File: src/design/conv_pkg.sv
// conv package
// widths, stream and tap structs and the FSM states shared by the
// 3x3 convolution engine

`default_nettype none

package conv_pkg;

  localparam int WORD_W      = 32;  // stream word
  localparam int PIX_W       = 8;   // pixel and weight
  localparam int ACC_W       = 20;  // nine full-scale products plus bias
  localparam int TAPS        = 9;
  localparam int BIAS_SHIFT  = 6;
  localparam int MULT_STAGES = 4;

  // one stream beat
  typedef struct packed {
    logic [WORD_W-1:0] data;
    logic              last;
  } stream_word_t;

  // one multiply request toward the MAC
  typedef struct packed {
    logic [PIX_W-1:0] feat;
    logic [PIX_W-1:0] weight;
    logic             first;   // restarts the accumulator
    logic             last;    // closes the output pixel
  } tap_t;

  typedef logic signed [ACC_W-1:0] acc_t;

  typedef enum logic [2:0] {
    IDLE,
    LOAD_FMAP,
    LOAD_COEF,
    COMPUTE,
    DRAIN
  } conv_state_e;

endpackage

`default_nettype wire

File: src/design/cla_adder.sv
// carry-lookahead adder
// 4-bit groups with their own bit-level carry chain, and a lookahead
// chain over the group propagate/generate pairs for the group carry-ins

`timescale 1ns/10ps
`default_nettype none

module cla_adder #(
  parameter int WIDTH = 20   // multiple of 4
) (
  input  logic [WIDTH-1:0] a,
  input  logic [WIDTH-1:0] b,
  output logic [WIDTH-1:0] sum
);

  localparam int NG = WIDTH / 4;

  logic [WIDTH-1:0] p, g;
  logic [NG-1:0]    grp_p, grp_g;
  logic [NG:0]      grp_c;  // carry into each group

  assign p = a ^ b;
  assign g = a & b;

  assign grp_c[0] = 1'b0;  // add only

  for (genvar k = 0; k < NG; k++) begin : g_grp
    logic [3:0] gp, gg;
    logic [4:0] c;

    assign gp = p[4*k +: 4];
    assign gg = g[4*k +: 4];

    // local ripple inside the group
    assign c[0] = grp_c[k];
    for (genvar i = 0; i < 4; i++) begin : g_bit
      assign c[i+1] = gg[i] | (gp[i] & c[i]);
    end

    assign grp_p[k] = &gp;
    assign grp_g[k] = gg[3] | (gg[2] & gp[3]) | (gg[1] & gp[2] & gp[3])
                    | (gg[0] & gp[1] & gp[2] & gp[3]);

    assign grp_c[k+1] = grp_g[k] | (grp_p[k] & grp_c[k]);  // lookahead across groups
    assign sum[4*k +: 4] = gp ^ c[3:0];
  end

endmodule

`default_nettype wire

File: src/design/conv_ctrl.sv
// convolution controller
// run FSM: loads the feature map and coefficients from the input stream,
// then walks the output pixels in raster order and issues nine taps each

`timescale 1ns/10ps
`default_nettype none

module conv_ctrl #(
  parameter  int FMAP_LEN = 8,
  localparam int NW       = FMAP_LEN * FMAP_LEN / 4,
  localparam int IDX_W    = $clog2(NW),
  localparam int COORD_W  = $clog2(FMAP_LEN) + 2
) (
  input  logic                          clk,
  input  logic                          rstn,
  input  logic                          conv_start,
  input  logic                          in_valid,
  input  conv_pkg::stream_word_t        in_word,
  output logic                          in_ready,
  output logic                          wr_en,
  output logic [IDX_W-1:0]              wr_index,
  output logic [conv_pkg::WORD_W-1:0]   wr_data,
  output logic signed [COORD_W-1:0]     rd_row,
  output logic signed [COORD_W-1:0]     rd_col,
  input  logic [conv_pkg::PIX_W-1:0]    rd_pix,
  output logic                          tap_valid,
  output conv_pkg::tap_t                tap,
  input  logic                          mac_busy,
  input  logic                          pix_ready,
  output logic [conv_pkg::PIX_W-1:0]    bias
);

  localparam int LOG_W = $clog2(FMAP_LEN);

  conv_pkg::conv_state_e state_q;
  logic [IDX_W-1:0]      cnt_q;       // word count in both load phases
  logic [LOG_W-1:0]      pr_q, pc_q;  // output pixel row/col
  logic [1:0]            ty_q, tx_q;  // tap offset + 1
  logic                  active_q;    // taps of a pixel going out
  logic                  in_fire, last_tap;
  logic [3:0]            tap_idx;
  logic [conv_pkg::TAPS-1:0][conv_pkg::PIX_W-1:0] wgt_q;
  logic [conv_pkg::PIX_W-1:0]                     bias_q;

  assign in_ready = (state_q == conv_pkg::LOAD_FMAP) || (state_q == conv_pkg::LOAD_COEF);
  assign in_fire  = in_valid && in_ready;
  assign wr_en    = in_fire && (state_q == conv_pkg::LOAD_FMAP);
  assign wr_index = cnt_q;
  assign wr_data  = in_word.data;

  assign rd_row   = COORD_W'(pr_q) + COORD_W'(ty_q) - 1'b1;
  assign rd_col   = COORD_W'(pc_q) + COORD_W'(tx_q) - 1'b1;
  assign tap_idx  = 4'(ty_q) * 4'd3 + 4'(tx_q);  // row-major weight index
  assign last_tap = (ty_q == 2'd2) && (tx_q == 2'd2);
  assign bias     = bias_q;

  ////////////////////////////////////////////////////////////
  // phase FSM and tap sequencer
  ////////////////////////////////////////////////////////////
  always_ff @(posedge clk) begin
    if (!rstn) begin
      state_q   <= conv_pkg::IDLE;
      cnt_q     <= '0;
      pr_q      <= '0;
      pc_q      <= '0;
      ty_q      <= '0;
      tx_q      <= '0;
      active_q  <= 1'b0;
      tap_valid <= 1'b0;
    end else begin
      tap_valid <= active_q;
      case (state_q)
        conv_pkg::IDLE: begin
          cnt_q <= '0;
          if (conv_start) state_q <= conv_pkg::LOAD_FMAP;
        end
        conv_pkg::LOAD_FMAP: begin
          if (in_fire) begin
            cnt_q <= cnt_q + 1'b1;
            if (cnt_q == IDX_W'(NW - 1)) begin
              cnt_q   <= '0;
              state_q <= conv_pkg::LOAD_COEF;
            end
          end
        end
        conv_pkg::LOAD_COEF: begin
          if (in_fire) begin
            cnt_q <= cnt_q + 1'b1;
            if (cnt_q == IDX_W'(3)) begin  // bias word closes the load
              cnt_q   <= '0;
              pr_q    <= '0;
              pc_q    <= '0;
              state_q <= conv_pkg::COMPUTE;
            end
          end
        end
        conv_pkg::COMPUTE: begin
          if (!active_q) begin
            // pixel boundary, wait for room downstream
            if (pix_ready && !mac_busy) active_q <= 1'b1;
          end else if (last_tap) begin
            active_q <= 1'b0;
            ty_q     <= '0;
            tx_q     <= '0;
            if (pc_q == LOG_W'(FMAP_LEN - 1)) begin
              pc_q <= '0;
              if (pr_q == LOG_W'(FMAP_LEN - 1)) begin
                pr_q    <= '0;
                state_q <= conv_pkg::DRAIN;
              end else begin
                pr_q <= pr_q + 1'b1;
              end
            end else begin
              pc_q <= pc_q + 1'b1;
            end
          end else if (tx_q == 2'd2) begin
            tx_q <= '0;
            ty_q <= ty_q + 1'b1;
          end else begin
            tx_q <= tx_q + 1'b1;
          end
        end
        conv_pkg::DRAIN: begin
          if (!mac_busy) state_q <= conv_pkg::IDLE;
        end
        default: state_q <= conv_pkg::IDLE;
      endcase
    end
  end

  // coefficients and tap payload
  always_ff @(posedge clk) begin
    if (in_fire && (state_q == conv_pkg::LOAD_COEF)) begin
      case (cnt_q[1:0])
        2'd0:    wgt_q[3:0] <= in_word.data;
        2'd1:    wgt_q[7:4] <= in_word.data;
        2'd2:    wgt_q[8]   <= in_word.data[conv_pkg::PIX_W-1:0];  // upper bytes unused
        default: bias_q     <= in_word.data[conv_pkg::PIX_W-1:0];
      endcase
    end
    tap.feat   <= rd_pix;
    tap.weight <= wgt_q[tap_idx];
    tap.first  <= (ty_q == 2'd0) && (tx_q == 2'd0);
    tap.last   <= last_tap;
  end

endmodule

`default_nettype wire

File: src/design/conv_top.sv
// 3x3 convolution engine top level
// connects the controller, feature buffer, MAC and output packer

`timescale 1ns/10ps
`default_nettype none

module conv_top #(
  parameter int FMAP_LEN = 8
) (
  input  logic                    clk,
  input  logic                    rstn,
  input  logic                    conv_start,
  input  logic                    in_valid,
  input  conv_pkg::stream_word_t  in_word,
  output logic                    in_ready,
  output logic                    out_valid,
  output conv_pkg::stream_word_t  out_word,
  input  logic                    out_ready,
  output logic                    conv_done
);

  localparam int IDX_W   = $clog2(FMAP_LEN * FMAP_LEN / 4);
  localparam int COORD_W = $clog2(FMAP_LEN) + 2;

  logic                        wr_en;
  logic [IDX_W-1:0]            wr_index;
  logic [conv_pkg::WORD_W-1:0] wr_data;
  logic signed [COORD_W-1:0]   rd_row, rd_col;
  logic [conv_pkg::PIX_W-1:0]  rd_pix, bias;
  logic                        tap_valid, mac_busy, pix_ready, acc_valid;
  conv_pkg::tap_t              tap;
  conv_pkg::acc_t              acc;

  conv_ctrl #(.FMAP_LEN(FMAP_LEN)) u_ctrl (
    .clk        (clk),
    .rstn       (rstn),
    .conv_start (conv_start),
    .in_valid   (in_valid),
    .in_word    (in_word),
    .in_ready   (in_ready),
    .wr_en      (wr_en),
    .wr_index   (wr_index),
    .wr_data    (wr_data),
    .rd_row     (rd_row),
    .rd_col     (rd_col),
    .rd_pix     (rd_pix),
    .tap_valid  (tap_valid),
    .tap        (tap),
    .mac_busy   (mac_busy),
    .pix_ready  (pix_ready),
    .bias       (bias)
  );

  fmap_buffer #(.FMAP_LEN(FMAP_LEN)) u_fmap (
    .clk      (clk),
    .wr_en    (wr_en),
    .wr_index (wr_index),
    .wr_data  (wr_data),
    .rd_row   (rd_row),
    .rd_col   (rd_col),
    .rd_pix   (rd_pix)
  );

  mac_unit u_mac (
    .clk       (clk),
    .rstn      (rstn),
    .tap_valid (tap_valid),
    .tap       (tap),
    .busy      (mac_busy),
    .acc_valid (acc_valid),
    .acc       (acc)
  );

  out_pack #(.FMAP_LEN(FMAP_LEN)) u_pack (
    .clk       (clk),
    .rstn      (rstn),
    .acc_valid (acc_valid),
    .acc       (acc),
    .bias      (bias),
    .pix_ready (pix_ready),
    .out_valid (out_valid),
    .out_word  (out_word),
    .out_ready (out_ready),
    .conv_done (conv_done)
  );

endmodule

`default_nettype wire

File: src/design/fmap_buffer.sv
// feature map buffer
// byte array written a word at a time, read one byte combinationally at
// a signed row/column with zero returned off the map

`timescale 1ns/10ps
`default_nettype none

module fmap_buffer #(
  parameter  int FMAP_LEN = 8,
  localparam int NW       = FMAP_LEN * FMAP_LEN / 4,
  localparam int IDX_W    = $clog2(NW),
  localparam int COORD_W  = $clog2(FMAP_LEN) + 2
) (
  input  logic                          clk,
  input  logic                          wr_en,
  input  logic [IDX_W-1:0]              wr_index,
  input  logic [conv_pkg::WORD_W-1:0]   wr_data,
  input  logic signed [COORD_W-1:0]     rd_row,
  input  logic signed [COORD_W-1:0]     rd_col,
  output logic [conv_pkg::PIX_W-1:0]    rd_pix
);

  localparam int NPIX   = FMAP_LEN * FMAP_LEN;
  localparam int ADDR_W = $clog2(NPIX);

  logic [conv_pkg::PIX_W-1:0] mem [NPIX];
  logic [ADDR_W-1:0]          rd_addr;
  logic                       in_map;

  // lowest byte is the first pixel of the word
  always_ff @(posedge clk) begin
    if (wr_en) begin
      for (int i = 0; i < 4; i++) begin
        mem[{wr_index, 2'(i)}] <= wr_data[8*i +: 8];
      end
    end
  end

  ////////////////////////////////////////////////////////////
  // window read with zero padding
  ////////////////////////////////////////////////////////////
  assign in_map = (rd_row >= 0) && (rd_row < FMAP_LEN)
               && (rd_col >= 0) && (rd_col < FMAP_LEN);

  assign rd_addr = ADDR_W'(int'(rd_row) * FMAP_LEN + int'(rd_col));

  always_comb begin
    rd_pix = '0;
    if (in_map) rd_pix = mem[rd_addr];
  end

endmodule

`default_nettype wire

File: src/design/mac_unit.sv
// multiply-accumulate unit
// multiplies each tap and accumulates the nine taps of one output pixel,
// restarting on the first-tap flag

`timescale 1ns/10ps
`default_nettype none

module mac_unit (
  input  logic            clk,
  input  logic            rstn,
  input  logic            tap_valid,
  input  conv_pkg::tap_t  tap,
  output logic            busy,
  output logic            acc_valid,
  output conv_pkg::acc_t  acc
);

  localparam int PW = 2 * conv_pkg::PIX_W;
  localparam int CW = $clog2(conv_pkg::TAPS + 1);

  logic                 mp_valid, mp_first, mp_last;
  logic signed [PW-1:0] mp_prod;
  conv_pkg::acc_t       acc_q, prod_ext, addend, acc_next;
  logic [CW-1:0]        inflight_q;  // taps issued but not accumulated

  mult_pipe u_mult (
    .clk       (clk),
    .rstn      (rstn),
    .in_valid  (tap_valid),
    .a         (tap.feat),
    .b         (tap.weight),
    .first_in  (tap.first),
    .last_in   (tap.last),
    .out_valid (mp_valid),
    .product   (mp_prod),
    .first_out (mp_first),
    .last_out  (mp_last)
  );

  assign prod_ext = {{(conv_pkg::ACC_W-PW){mp_prod[PW-1]}}, mp_prod};
  assign addend   = mp_first ? '0 : acc_q;

  cla_adder #(.WIDTH(conv_pkg::ACC_W)) u_acc_add (
    .a   (prod_ext),
    .b   (addend),
    .sum (acc_next)
  );

  always_ff @(posedge clk) begin
    if (!rstn) begin
      inflight_q <= '0;
      acc_valid  <= 1'b0;
    end else begin
      case ({tap_valid, mp_valid})
        2'b10:   inflight_q <= inflight_q + 1'b1;
        2'b01:   inflight_q <= inflight_q - 1'b1;
        default: inflight_q <= inflight_q;
      endcase
      acc_valid <= mp_valid & mp_last;
    end
  end

  always_ff @(posedge clk) begin
    if (mp_valid) acc_q <= acc_next;
    if (mp_valid && mp_last) acc <= acc_next;  // finished pixel sum
  end

  assign busy = |inflight_q;

endmodule

`default_nettype wire

File: src/design/mult_pipe.sv
// pipelined signed 8x8 multiplier
// sign-magnitude form: AND-selected partial products of the magnitudes are
// summed in pairs, then quads, then finally, and the sign is restored last

`timescale 1ns/10ps
`default_nettype none

module mult_pipe (
  input  logic                                clk,
  input  logic                                rstn,
  input  logic                                in_valid,
  input  logic [conv_pkg::PIX_W-1:0]          a,
  input  logic [conv_pkg::PIX_W-1:0]          b,
  input  logic                                first_in,
  input  logic                                last_in,
  output logic                                out_valid,
  output logic signed [2*conv_pkg::PIX_W-1:0] product,
  output logic                                first_out,
  output logic                                last_out
);

  localparam int W  = conv_pkg::PIX_W;
  localparam int NS = conv_pkg::MULT_STAGES;

  logic [W-1:0]          a_mag, b_mag;
  logic [W-1:0][W-1:0]   pp_q;    // stage 1
  logic [3:0][W+1:0]     s2_q;    // stage 2, pair sums
  logic [1:0][W+3:0]     s3_q;    // stage 3, quad sums
  logic [2*W-1:0]        mag_sum;
  logic [NS-2:0]         sgn_q;
  logic [NS-1:0]         vld_q, fst_q, lst_q;

  assign a_mag = a[W-1] ? (~a + 1'b1) : a;
  assign b_mag = b[W-1] ? (~b + 1'b1) : b;

  ////////////////////////////////////////////////////////////
  // datapath
  ////////////////////////////////////////////////////////////
  always_ff @(posedge clk) begin
    for (int i = 0; i < W; i++) begin
      pp_q[i] <= b_mag[i] ? a_mag : '0;
    end
    for (int j = 0; j < 4; j++) begin
      s2_q[j] <= (W+2)'(pp_q[2*j]) + {pp_q[2*j+1], 1'b0};
    end
    for (int k = 0; k < 2; k++) begin
      s3_q[k] <= (W+4)'(s2_q[2*k]) + {s2_q[2*k+1], 2'b00};
    end
    product <= sgn_q[NS-2] ? -$signed(mag_sum) : $signed(mag_sum);
    sgn_q   <= {sgn_q[NS-3:0], a[W-1] ^ b[W-1]};
    fst_q   <= {fst_q[NS-2:0], first_in};
    lst_q   <= {lst_q[NS-2:0], last_in};
  end

  assign mag_sum = (2*W)'(s3_q[0]) + {s3_q[1], 4'b0000};

  // valid flag, one bit per stage
  always_ff @(posedge clk) begin
    if (!rstn) begin
      vld_q <= '0;
    end else begin
      vld_q <= {vld_q[NS-2:0], in_valid};
    end
  end

  assign out_valid = vld_q[NS-1];
  assign first_out = fst_q[NS-1];
  assign last_out  = lst_q[NS-1];

endmodule

`default_nettype wire

File: src/design/out_pack.sv
// output packer
// adds the aligned bias, requantizes to 0..127, packs four results per
// word and drives the output stream with last on the final word

`timescale 1ns/10ps
`default_nettype none

module out_pack #(
  parameter int FMAP_LEN = 8
) (
  input  logic                        clk,
  input  logic                        rstn,
  input  logic                        acc_valid,
  input  conv_pkg::acc_t              acc,
  input  logic [conv_pkg::PIX_W-1:0]  bias,
  output logic                        pix_ready,
  output logic                        out_valid,
  output conv_pkg::stream_word_t      out_word,
  input  logic                        out_ready,
  output logic                        conv_done
);

  localparam int NWORDS = FMAP_LEN * FMAP_LEN / 4;
  localparam int WC_W   = $clog2(NWORDS);
  localparam int AW     = conv_pkg::ACC_W;
  localparam int PW     = conv_pkg::PIX_W;
  localparam int SH     = conv_pkg::BIAS_SHIFT;

  conv_pkg::acc_t              bias_ext, biased;
  logic [PW-1:0]               q_pix;
  logic [conv_pkg::WORD_W-1:0] data_q;
  logic [1:0]                  lane_q;
  logic [WC_W-1:0]             wcnt_q;
  logic                        last_q;

  assign bias_ext = {{(AW-PW-SH){bias[PW-1]}}, bias, {SH{1'b0}}};

  cla_adder #(.WIDTH(AW)) u_bias_add (
    .a   (acc),
    .b   (bias_ext),
    .sum (biased)
  );

  // negative -> 0, anything at bit 13 or above -> 127, else bits 12:6
  always_comb begin
    if (biased[AW-1])          q_pix = '0;
    else if (|biased[AW-2:13]) q_pix = PW'(127);
    else                       q_pix = {1'b0, biased[12:6]};
  end

  always_ff @(posedge clk) begin
    if (!rstn) begin
      lane_q    <= '0;
      wcnt_q    <= '0;
      out_valid <= 1'b0;
      last_q    <= 1'b0;
      conv_done <= 1'b0;
    end else begin
      conv_done <= out_valid && out_ready && last_q;
      if (acc_valid) begin
        lane_q <= lane_q + 1'b1;
        if (lane_q == 2'd3) begin
          out_valid <= 1'b1;
          last_q    <= (wcnt_q == WC_W'(NWORDS - 1));
        end
      end
      if (out_valid && out_ready) begin
        out_valid <= 1'b0;
        wcnt_q    <= last_q ? '0 : wcnt_q + 1'b1;
      end
    end
  end

  always_ff @(posedge clk) begin
    if (acc_valid) data_q[8*lane_q +: 8] <= q_pix;  // first pixel in low byte
  end

  // no byte lands while a full word waits, so data_q holds steady
  assign out_word.data = data_q;
  assign out_word.last = last_q;
  assign pix_ready     = !out_valid && !(acc_valid && (lane_q == 2'd3));

endmodule

`default_nettype wire

File: config.mk
export PLATFORM = sky130hd
export DESIGN_NAME = conv_top
export DESIGN_NICKNAME = d
export VERILOG_FILES = /design/src/design/conv_pkg.sv /design/src/design/cla_adder.sv /design/src/design/conv_ctrl.sv /design/src/design/conv_top.sv /design/src/design/fmap_buffer.sv /design/src/design/mac_unit.sv /design/src/design/mult_pipe.sv /design/src/design/out_pack.sv
export SDC_FILE = /design/constraint.sdc
export NUM_CORES = 1
export LEC_CHECK = 0
export BUFFER_PORTS_ARGS = -buffer_cell sky130_fd_sc_hd__buf_2
export CAP_MARGIN = 15
export CORE_ASPECT_RATIO = 1.75
export CORE_MARGIN = 4
export CORE_UTILIZATION = 56
export DETAILED_ROUTE_END_ITERATION = 16
export GPL_TIMING_DRIVEN = 1
export PLACE_DENSITY = 0.75
export SETUP_SLACK_MARGIN = 0.15
export SLEW_MARGIN = 25
export SYNTH_ARGS = -nofsm -noshare
export SYNTH_HDL_FRONTEND = slang
export SYNTH_SLANG_ARGS = --single-unit
File: constraint.sdc
create_clock -name clk -period 4.14 [get_ports clk]
set_input_delay 0.414 -clock clk [delete_from_list [all_inputs] [get_ports clk]]
set_output_delay 0.414 -clock clk [all_outputs]
set_load 0.02 [all_outputs]
Yosys cells after proc, flatten, opt, wreduce, memory -nomap -nowiden
Memories as Yosys holds them, arrays and structs flattened. A register that Yosys moved wholly into a read port is not among the register bits.
Cells that the tools add are included.
{"block": "word_totals", "ff_bits": 354, "n_memories": 1, "ram_bits": 512, "elab_cells": 360, "output_inout_bits": 36}
{"block": "classes", "n_reduce_logical": 48, "muxes": 47, "n_lt_le_gt_ge": 5, "n_bitwise": 154, "n_shift": 2, "mul": 1, "eq_ne": 26, "addsub": 26}
{"memory": "u_fmap.mem", "words": 64, "width": 8, "read_ports": 1, "rd_ports_with_merged_regs": 1, "wr": 4, "line": "fmap_buffer.sv:26", "rtl": "logic [conv_pkg::PIX_W-1:0] mem [NPIX];"}
{"operator": "$and A1 B1 Y1", "n": 80}
{"operator": "$mux W3", "n": 19}
{"operator": "$or A1 B1 Y1", "n": 56}
{"operator": "$add A8 B9 Y10", "n": 4}
{"operator": "$xor A20 B20 Y20", "n": 2}
{"operator": "$and A19 B19 Y19", "n": 2}
{"operator": "$xor A4 B4 Y4", "n": 9}
{"operator": "$neg A5 Y34", "n": 1}
{"operator": "$shift A8 B34 Y32 const A", "n": 1}
{"operator": "$shiftx A8 B34 Y32", "n": 1}
{"operator": "$bmux W8 S4", "n": 1}
{"operator": "$bwmux W32", "n": 1}
{"operator": "$mux W8", "n": 4}
{"operator": "$add A10 B12 Y12", "n": 2}
{"operator": "$reduce_and A4 Y1", "n": 6}
{"operator": "$mux W20", "n": 1}
{"operator": "$mux W4", "n": 5}
{"operator": "$add A12 B16 Y16", "n": 1}
{"operator": "$add A8 B1 Y8 const B", "n": 2}
{"operator": "$mux W16", "n": 1}
{"operator": "$neg A16 Y16", "n": 1}
{"operator": "$not A8 Y8", "n": 2}
{"operator": "$pmux W3 S5", "n": 1}
{"operator": "$logic_and A1 B1 Y1", "n": 14}
{"operator": "44 further kinds", "n": 92}

Longest topological paths before layout
Gate-level depths: netlist of the first run.
{"block": "depth", "ltp_word": 23, "ltp_mapped": 17, "mapped_depth_nobuf": 17}

Cells and area by module
Synthesis of the first run repeated with hierarchy kept, for this count alone.
{"block": "unflattened", "hier_cells": 2136, "area_unflattened_um2": 35524.1}
{"mod": "fmap_buffer", "seq_area_each_um2": 15374.7, "area_each_um2": 19727.7, "cells_each": 862, "n_inst": 1}
{"mod": "mult_pipe", "seq_area_each_um2": 3183.1, "area_each_um2": 6095.8, "cells_each": 590, "n_inst": 1}
{"mod": "conv_ctrl", "seq_area_each_um2": 3143.0, "area_each_um2": 5044.8, "cells_each": 342, "n_inst": 1}
{"mod": "mac_unit", "seq_area_each_um2": 1301.2, "area_each_um2": 1637.8, "cells_each": 94, "n_inst": 1}
{"mod": "out_pack", "seq_area_each_um2": 1021.0, "area_each_um2": 1629.1, "cells_each": 130, "n_inst": 1}
{"mod": "cla_adder (u_mac.u_acc_add)", "seq_area_each_um2": 0.0, "area_each_um2": 700.7, "cells_each": 59, "n_inst": 1}
{"mod": "cla_adder (u_pack.u_bias_add)", "seq_area_each_um2": 0.0, "area_each_um2": 688.2, "cells_each": 59, "n_inst": 1}

Worst setup path before layout of the first run
Ideal clock, no wire load.
{"block": "synth_path", "path_type": "flip-flop to flip-flop", "startpoint": "reg u_ctrl.bias_q (netlist bit u_ctrl.bias[2])", "endpoint": "reg u_pack.data_q[13] (netlist bit), data pin", "arrival_time_ns": 3.615, "slack_ns": 0.256, "path_stages_with_launch": 16, "required_time_ns": 3.871, "synth_period_minus_slack_ns": 3.884, "cell_sequence": "edfxtp_1 -> ha_1 -> nor2b_1 -> o21a_1 -> o21a_1 -> o21ai_0 -> nand2b_1 -> a31oi_1 -> o21ai_0 -> fa_1 -> fa_1 -> fa_1 -> nor4_1 -> nand3_1 -> o21ai_0 -> nor4_1"}
{"block": "synth_between", "elab_chain_cells": 18}
{"element": "start: declaration", "line": "conv_ctrl.sv:43", "rtl": "logic [conv_pkg::PIX_W-1:0] bias_q;"}
{"element": "start signal: assignment", "line": "conv_ctrl.sv:138", "rtl": "default: bias_q <= in_word.data[conv_pkg::PIX_W-1:0];"}
{"element": "$and A19 B19 Y19", "line": "cla_adder.sv:23", "rtl": "assign g = a & b;"}
{"element": "$and A1 B1 Y1 (3 in series)", "line": "cla_adder.sv:42", "rtl": "| (gg[0] & gp[1] & gp[2] & gp[3]);"}
{"element": "$or A1 B1 Y1", "line": "cla_adder.sv:42"}
{"element": "$or A1 B1 Y1", "line": "cla_adder.sv:44", "rtl": "assign grp_c[k+1] = grp_g[k] | (grp_p[k] & grp_c[k]);"}
{"element": "$and A1 B1 Y1 (on tied branches)", "line": "cla_adder.sv:37, cla_adder.sv:44"}
{"element": "$or A1 B1 Y1 (on tied branches)", "line": "cla_adder.sv:37, cla_adder.sv:44"}
{"element": "$and A1 B1 Y1", "line": "cla_adder.sv:37", "rtl": "assign c[i+1] = gg[i] | (gp[i] & c[i]);"}
{"element": "$or A1 B1 Y1", "line": "cla_adder.sv:37"}
{"element": "$and A1 B1 Y1", "line": "cla_adder.sv:37"}
{"element": "$or A1 B1 Y1", "line": "cla_adder.sv:37"}
{"element": "$xor A4 B4 Y4 / $and A1 B1 Y1 (equally long branches)", "line": "cla_adder.sv:45, cla_adder.sv:37"}
{"element": "$reduce_or A6 Y1 / $or A1 B1 Y1 (equally long branches)", "line": "out_pack.sv:47, cla_adder.sv:37"}
{"element": "$mux W7 / $xor A4 B4 Y4 (equally long branches)", "line": "out_pack.sv:47, cla_adder.sv:45"}
{"element": "$mux W8 *", "line": "out_pack.sv:46", "rtl": "if (biased[AW-1]) q_pix = '0;"}
{"element": "$shiftx A8 B34 Y32 *", "line": "out_pack.sv:75", "rtl": "if (acc_valid) data_q[8*lane_q +: 8] <= q_pix;"}
{"element": "$bwmux W32 *", "line": "out_pack.sv:75"}
{"element": "end signal: indexed assignment", "line": "out_pack.sv:75"}
{"element": "end: declaration", "line": "out_pack.sv:31", "rtl": "logic [conv_pkg::WORD_W-1:0] data_q;"}
Every way passes the cells marked *; elsewhere a longest branch is shown, timed or not.
A chain may end at the register's enable or synchronous reset.

Worst setup path after layout of the first run
{"block": "layout_path", "startpoint": "reg u_ctrl.bias_q (netlist bit u_ctrl.bias[2])", "endpoint": "reg u_pack.data_q[19] (netlist bit), data pin"}
Same word-level chain as after synthesis.

==> results of run 1 <==
-- stage by stage --
stage                     hold slack, ps  total power [mW]  TNS, ps  utilization (%)  setup WS, ps
final                              138.7             17.44        0            64.08         213.3
after global routing               140.7             17.97        0            64.07         42.48
after CTS                          107.6             17.56        0            63.66         166.6
after detailed placement           313.6             10.40   -232.7            59.31        -38.95
after global placement             309.9             10.37        0            59.24         12.14
after floorplan                    309.6             10.11        0                -         255.6
-- final cells by class --
| cell class | count | area, um2 | share of cell area [%] |
|---|---|---|---|
| timing repair buffer | 122 | 1003 | 2.556 |
| inverter | 103 | 386.6 | 0.9849 |
| sequential | 864 | 23840 | 60.74 |
| clock buffer | 99 | 2123 | 5.409 |
| clock inverter | 37 | 435.4 | 1.109 |
| multi-input combinational | 1010 | 10470 | 26.66 |
| antenna | 1 | 2.502 | 0.006375 |
| tap | 793 | 992.2 | 2.528 |
-- path summary, 6_finish.rpt --
check                        startpoint                     to  slack (ps)  depth (start not counted)
hold / removal                out_ready       u_pack.out_valid         140                          3
setup / recovery         u_ctrl.bias[2]      u_pack.data_q[19]         210                         16
hold reg to reg   u_mac.u_mult.lst_q[2]  u_mac.u_mult.lst_q[3]         330                          0
setup reg to reg         u_ctrl.bias[2]      u_pack.data_q[19]         210                         16
-- repair_timing --
| item | CTS | global route |
|---|---|---|
| endpoints found under the setup margin | 28 | 30 |
| buffers inserted | 4 | 4 |
| endpoints found under the hold margin | 0 | 0 |
| pin swaps | 5 | 15 |
| gates resized for setup | 18 | 18 |
-- state kept, by name, indices dropped and copies added (netlist names), 8 cells and up --
signal,cells
u_ctrl.bias,8
u_ctrl.wgt_q,72
u_ctrl.tap,18
u_mac.u_mult.pp_q,64
u_mac.u_mult.product,16
u_mac.u_mult.s3_q,24
u_mac.acc_q,20
u_pack.data_q,28
u_mac.acc,14
u_fmap.mem,512
u_mac.u_mult.s2_q,40
-- metal layers --
metal | part of all wire (%) | track usage, %
met1 | 36 | 24.20
met2 | 57 | 42.01
met3 | 4.2 | 2.871
met4 | 3.0 | 7.403
met5 | 0 | 0
-- power by group through the flow --
stage / sequential (mW) / combinational (mW) / clock [mW]
finish: 9.53 / 0.689 / 7.22
global route: 9.53 / 0.751 / 7.68
CTS: 9.53 / 0.698 / 7.34
detailed placement: 9.71 / 0.693 / 0
global placement: 9.70 / 0.672 / 0
floorplan: 9.68 / 0.425 / 0
-- cell families after synthesis --
| group | after synthesis | share of synthesized area (%) |
|---|---|---|
| simple gates | 357 | 4.992 |
| other cells | 1 | 0.01080 |
| xor+xnor | 86 | 2.213 |
| fa+ha+maj | 150 | 6.207 |
| flops | 864 | 68.69 |
| mux | 210 | 12.17 |
| compound gates | 203 | 3.799 |
| buf+inv | 166 | 1.918 |
-- worst max-delay path, cell delays in order, from the launching register on --
cell and delay, ps:
edfxtp_1 430, ha_1 310, nor2b_1 130, o21a_1 170, o21a_1 160, o21ai_1 110, nand2b_1 90, a31oi_1 140
o21ai_1 100, fa_2 380, fa_2 350, fa_2 440, nor4_4 250, nand3_2 180, buf_6 180, nor2_4 180
nor2_1 60
-- placed cells by master, fill, tap and decap left out, drive strengths merged, types with 19 or more instances in the layout --
master    n
mux4    168
nor2    142
clkinv   25
clkbuf   99
a21o     19
xor2     27
fa       37
and2     22
o21ai    46
mux2i    26
a21boi   19
a21oi    56
nor2b    49
buf     122
inv     103
edfxtp  654
xnor2    59
ha      113
nand2    61
dfxtp   210
==> flow_metrics.tcl, run 1 <==
set metrics [dict create \
    arrival_ps 4280 \
    synth_top_cell_by_area "edfxtp_1" \
    fin_crit_ps 3927 \
    intPower_mw 13.83 \
    yosysWarningCount 0 \
    port_buffers 68 \
    synth.cell_area_mm2 0.03471 \
    design_area_mm2 0.03925 \
    startpoint_type "flop" \
    power_frac_comb_pct 4.0 \
    p_leak_nw 13.92 \
    overflow 0 \
    synthDistinctLibCells 70 \
    slew_violations 0 \
    io_pins 74 \
    finalCritPeriodShare_pct 94.85 \
    dieArea_mm2 0.06619 \
    yosysMostFrequentCell "edfxtp_1" \
    power_frac_seq_pct 54.6 \
    synth_flop_cell "edfxtp_1" \
    cts_tree "yes" \
    syn_area_per_cell_um2 17.04 \
    synth_commonest_cells "654 x edfxtp_1, 210 x dfxtp_1, 168 x mux4_2" \
    grt_pass1_wl_mm 109.7 \
    vias 17850 \
    wirelength_mm 70.41 \
    fp-row-count 120 \
    dr.pass1.iters 5 \
    sw_frac_of_total_pct 20.69 \
    fill_cells 4179 \
    endpoint_kind "flop" \
    wl_per_cell_um 23.25 \
    start_util_pct 56.66 \
    cts_inserted_buffers 74 \
    cts.path.max_buffers 3 \
    hold_viol_final 0 \
    max-cap-violations 0 \
    dp_hpwl_mm 44.46 \
    hp-class "in2reg" \
    finalNonFillerCells 3029 \
    die_y_um 337.4 \
    setup-violations-final 0 \
    critPathMaxFanout 4 \
    power_frac_clock_pct 41.4 \
    root_buffer "clkbuf_16" \
    slew_headroom_pct 29.90 \
    place.gp.congestion 0.8175 \
    power_per_cell_area_mw_per_mm2 444.2 \
    placed_cells 2877 \
    drt_iter0_markers 1078 \
    postRouteAntennaNets 0 \
    clkTransAtPathRegs_ps 60 \
    seq_area_frac_synth_pct 68.69 \
    synth_edf_count 654 \
    synth_top_cell_area_share_pct 56.58 \
    worst_slew_pin_slew_ps 1049 \
    viasPerCell 5.892 \
    yosys_register_bits 864 \
    hold_buffers 0 \
    dpl_cell_area_mm2 0.03633 \
    drive_gt1_share_pct 21.25 \
    ctsHtreeMaxLevel 3 \
    max_freq_mhz 254.7 \
    fin_nets 2363 \
    grtUsageTotal_pct 21.62 \
    syn2layout_area_growth_pct 13.09 \
    cts.sinks 864 \
    critPathKind "reg2reg" \
    syn-instance-count 2037 \
    async_reset_ff_share_pct 0 \
    p_sw_mw 3.607 \
    die_w_um 196.2 \
    insertion_delay_ps 620 \
    rsz0062_at_grt "true" \
    grt_max_degree 56 \
    synth.area.top_cells "edfxtp_1 57%, dfxtp_1 12%, mux4_2 11%" \
    grt_pass1_vias 19360 \
    drc 0 \
    fin_skew_ps 16.97 \
    ir_drop_v 0.0004676 \
    critPathRequiredTime_ps 4500 \
    status "complete, no violations" \
    antenna_found_initial 2 \
    core_area_mm2 0.06126 \
]
Note: power is estimated with default switching activity, not from simulation.
==> inputs of run 2 (changes only) <==
--- a/config.mk
+++ b/config.mk
@@ -13,7 +13,7 @@
 export DETAILED_ROUTE_END_ITERATION = 16
 export GPL_TIMING_DRIVEN = 1
 export PLACE_DENSITY = 0.75
-export SETUP_SLACK_MARGIN = 0.15
+export SETUP_SLACK_MARGIN = 0.4
 export SLEW_MARGIN = 25
 export SYNTH_ARGS = -nofsm -noshare
 export SYNTH_HDL_FRONTEND = slang
==> flow_metrics.tcl, run 2 (synthesis gave the netlist of run 1 again) <==
set metrics [dict create \
    status "complete, no violations" \
    fin_skew_ps 25.78 \
    ctsHtreeMaxLevel 3 \
    place.gp.congestion 0.7971 \
    worst_slew_pin_slew_ps 1002 \
    endpoint "u_pack.data_q[21]" \
    startpoint "u_mac.acc[8]" \
    power_per_cell_area_mw_per_mm2 440.0 \
    whs_ps 143.6 \
    arrival_ps 4150 \
    use_met1_pct 23.80 \
    finalCritPeriodShare_pct 92.11 \
    drc 0 \
    die_y_um 337.4 \
    top_register "u_fmap.mem" \
    critPathSlowestCell "fa_1" \
    clkTransAtPathRegs_ps 60 \
    viasPerCell 5.859 \
    cts.sinks 864 \
    core_area_mm2 0.06126 \
    cts_inserted_buffers 74 \
    cts_tree "yes" \
    use_met2_pct 41.74 \
    tns_ps 0 \
    drt_iter0_markers 1229 \
    dr.pass1.iters 5 \
    final_common_cell "edfxtp_1" \
    reg_top3 "u_fmap.mem x512, u_ctrl.wgt_q x72, u_mac.u_mult.pp_q x64" \
    syn2layout_area_growth_pct 13.03 \
    slew_violations 0 \
    largest_reg_flops 512 \
    antenna_found_initial 4 \
    slew_headroom_pct 32.74 \
    critPathKind "reg2reg" \
    insertion_delay_ps 620 \
    grt_max_degree 37 \
    root_buffer "clkbuf_16" \
    fp-row-count 120 \
    max-cap-violations 0 \
    port_buffers 68 \
    max_freq_mhz 262.2 \
    cp_common_cell "fa_1" \
    hold_viol_final 0 \
    regToRegStartpoint "u_mac.acc[8]" \
    hp-class "in2reg" \
    rsz0062_at_grt "true" \
    endpoint_kind "flop" \
    layout_common_cells "654 x edfxtp_1, 210 x dfxtp_1, 168 x mux4_2" \
    fill_cells 4110 \
    grt_pass1_wl_mm 109.2 \
    met3_usage_pct 3.111 \
    critPathMaxFanout 4 \
    worstPathCellList "ha_1, nor2b_2, o21a_1, o21a_1, o21ai_1, nand2b_1, buf_4, fa_1, inv_1, fa_1, inv_1, fa_1, nor4_4, nand3_2, buf_6, o21ai_4, nor4_1" \
    critPathRequiredTime_ps 4480 \
    ff2ff_setup_slack_ps 330 \
    overflow 0 \
    drive_gt1_share_pct 21.62 \
    busiest_layer "met2" \
    postRouteAntennaNets 0 \
    io_pins 74 \
    reg2reg_depth 17 \
    ir_drop_v 0.0003774 \
    crit_path_max_incr_delay_ps 490 \
    vias 17750 \
    fin_crit_ps 3814 \
    grtUsageTotal_pct 21.62 \
    cts.path.max_buffers 3 \
    p_leak_nw 13.92 \
    dp_hpwl_mm 45.29 \
    wirelength_mm 70.28 \
    die_w_um 196.2 \
    start_util_pct 56.66 \
    wl_per_cell_um 23.20 \
    startpoint_type "flop" \
    dieArea_mm2 0.06619 \
    setup-violations-final 0 \
    fin_nets 2361 \
    r2r_end "u_pack.data_q[21]" \
    grt_pass1_vias 19270 \
]
[run 2: repair_timing]
action / CTS / global route
hold buffers: 0 / 0
buffers inserted: 5 / 3
setup endpoints to repair: 30 / 34
pin swaps: 16 / 11
gates resized for setup: 29 / 13
[run 2: worst max-delay path, delay by kind of cell, from the launching register on]
| kind | cells | cell delay (ps) |
|---|---|---|
| DFF | 1 | 400 |
| and+or+nand+nor | 5 | 780 |
| adders and majority gates | 4 | 1300 |
| AOI/OAI and AO/OA | 4 | 610 |
| buffers and inverters | 4 | 440 |
[run 2: per-stage QoR]
stage	setup WS (ps)	std cells	total power [mW]	cell area [um2]	utilization (%)
2_1_floorplan	427.6	2040	10.11	34730	-
3_3_place_gp	37.60	2871	10.37	36250	59.18
3_5_place_dp	3.554	2872	10.40	36270	59.21
4_1_cts	351.0	3014	17.40	38920	63.54
5_1_grt	129.1	3028	17.85	39230	64.04
6_report	326.5	3029	17.26	39240	64.05
[run 2: cell type report]
| type | count | area (um2) | share of cell area, % |
|---|---|---|---|
| Antenna cell | 2 | 5.005 | 0.01276 |
| Clock buffer | 95 | 2100 | 5.351 |
| Clock inverter | 42 | 410.4 | 1.046 |
| Inverter | 103 | 386.6 | 0.9854 |
| Multi-Input combinational cell | 1010 | 10490 | 26.75 |
| Sequential cell | 864 | 23840 | 60.77 |
| Tap cell | 793 | 992.2 | 2.529 |
| Timing Repair Buffer | 120 | 1005 | 2.561 |
[run 2: per-layer routing]
layer,vias up,routed length [um]
li1,7995,-
met1,9165,24550
met2,453,40190
met3,130,2999
met4,4,2521
met5,-,23
[run 2: how the worst min path moves through the flow]
stage,start,end,slack [ps],cells past startpoint
final,out_ready,u_pack.out_valid,140,3
after floorplan,u_ctrl.tap[1],u_mac.u_mult.fst_q[0],310,0
after global routing,out_ready,u_pack.out_valid,160,3
after CTS,out_ready,u_pack.out_valid,110,3
after global placement,u_mac.u_mult.lst_q[1],u_mac.u_mult.lst_q[2],310,0
after detailed placement,u_mac.u_mult.s2_q[0],u_mac.u_mult.s3_q[0],310,0
[run 2: report_power, final]
part           switching [mW]  leakage, nW  total (mW)  internal, mW
clock                    3.08         1.22        7.05          3.97
combinational           0.454         5.14       0.685         0.231
sequential             0.0698         7.56        9.52          9.45
total                    3.60         13.9        17.3          13.7
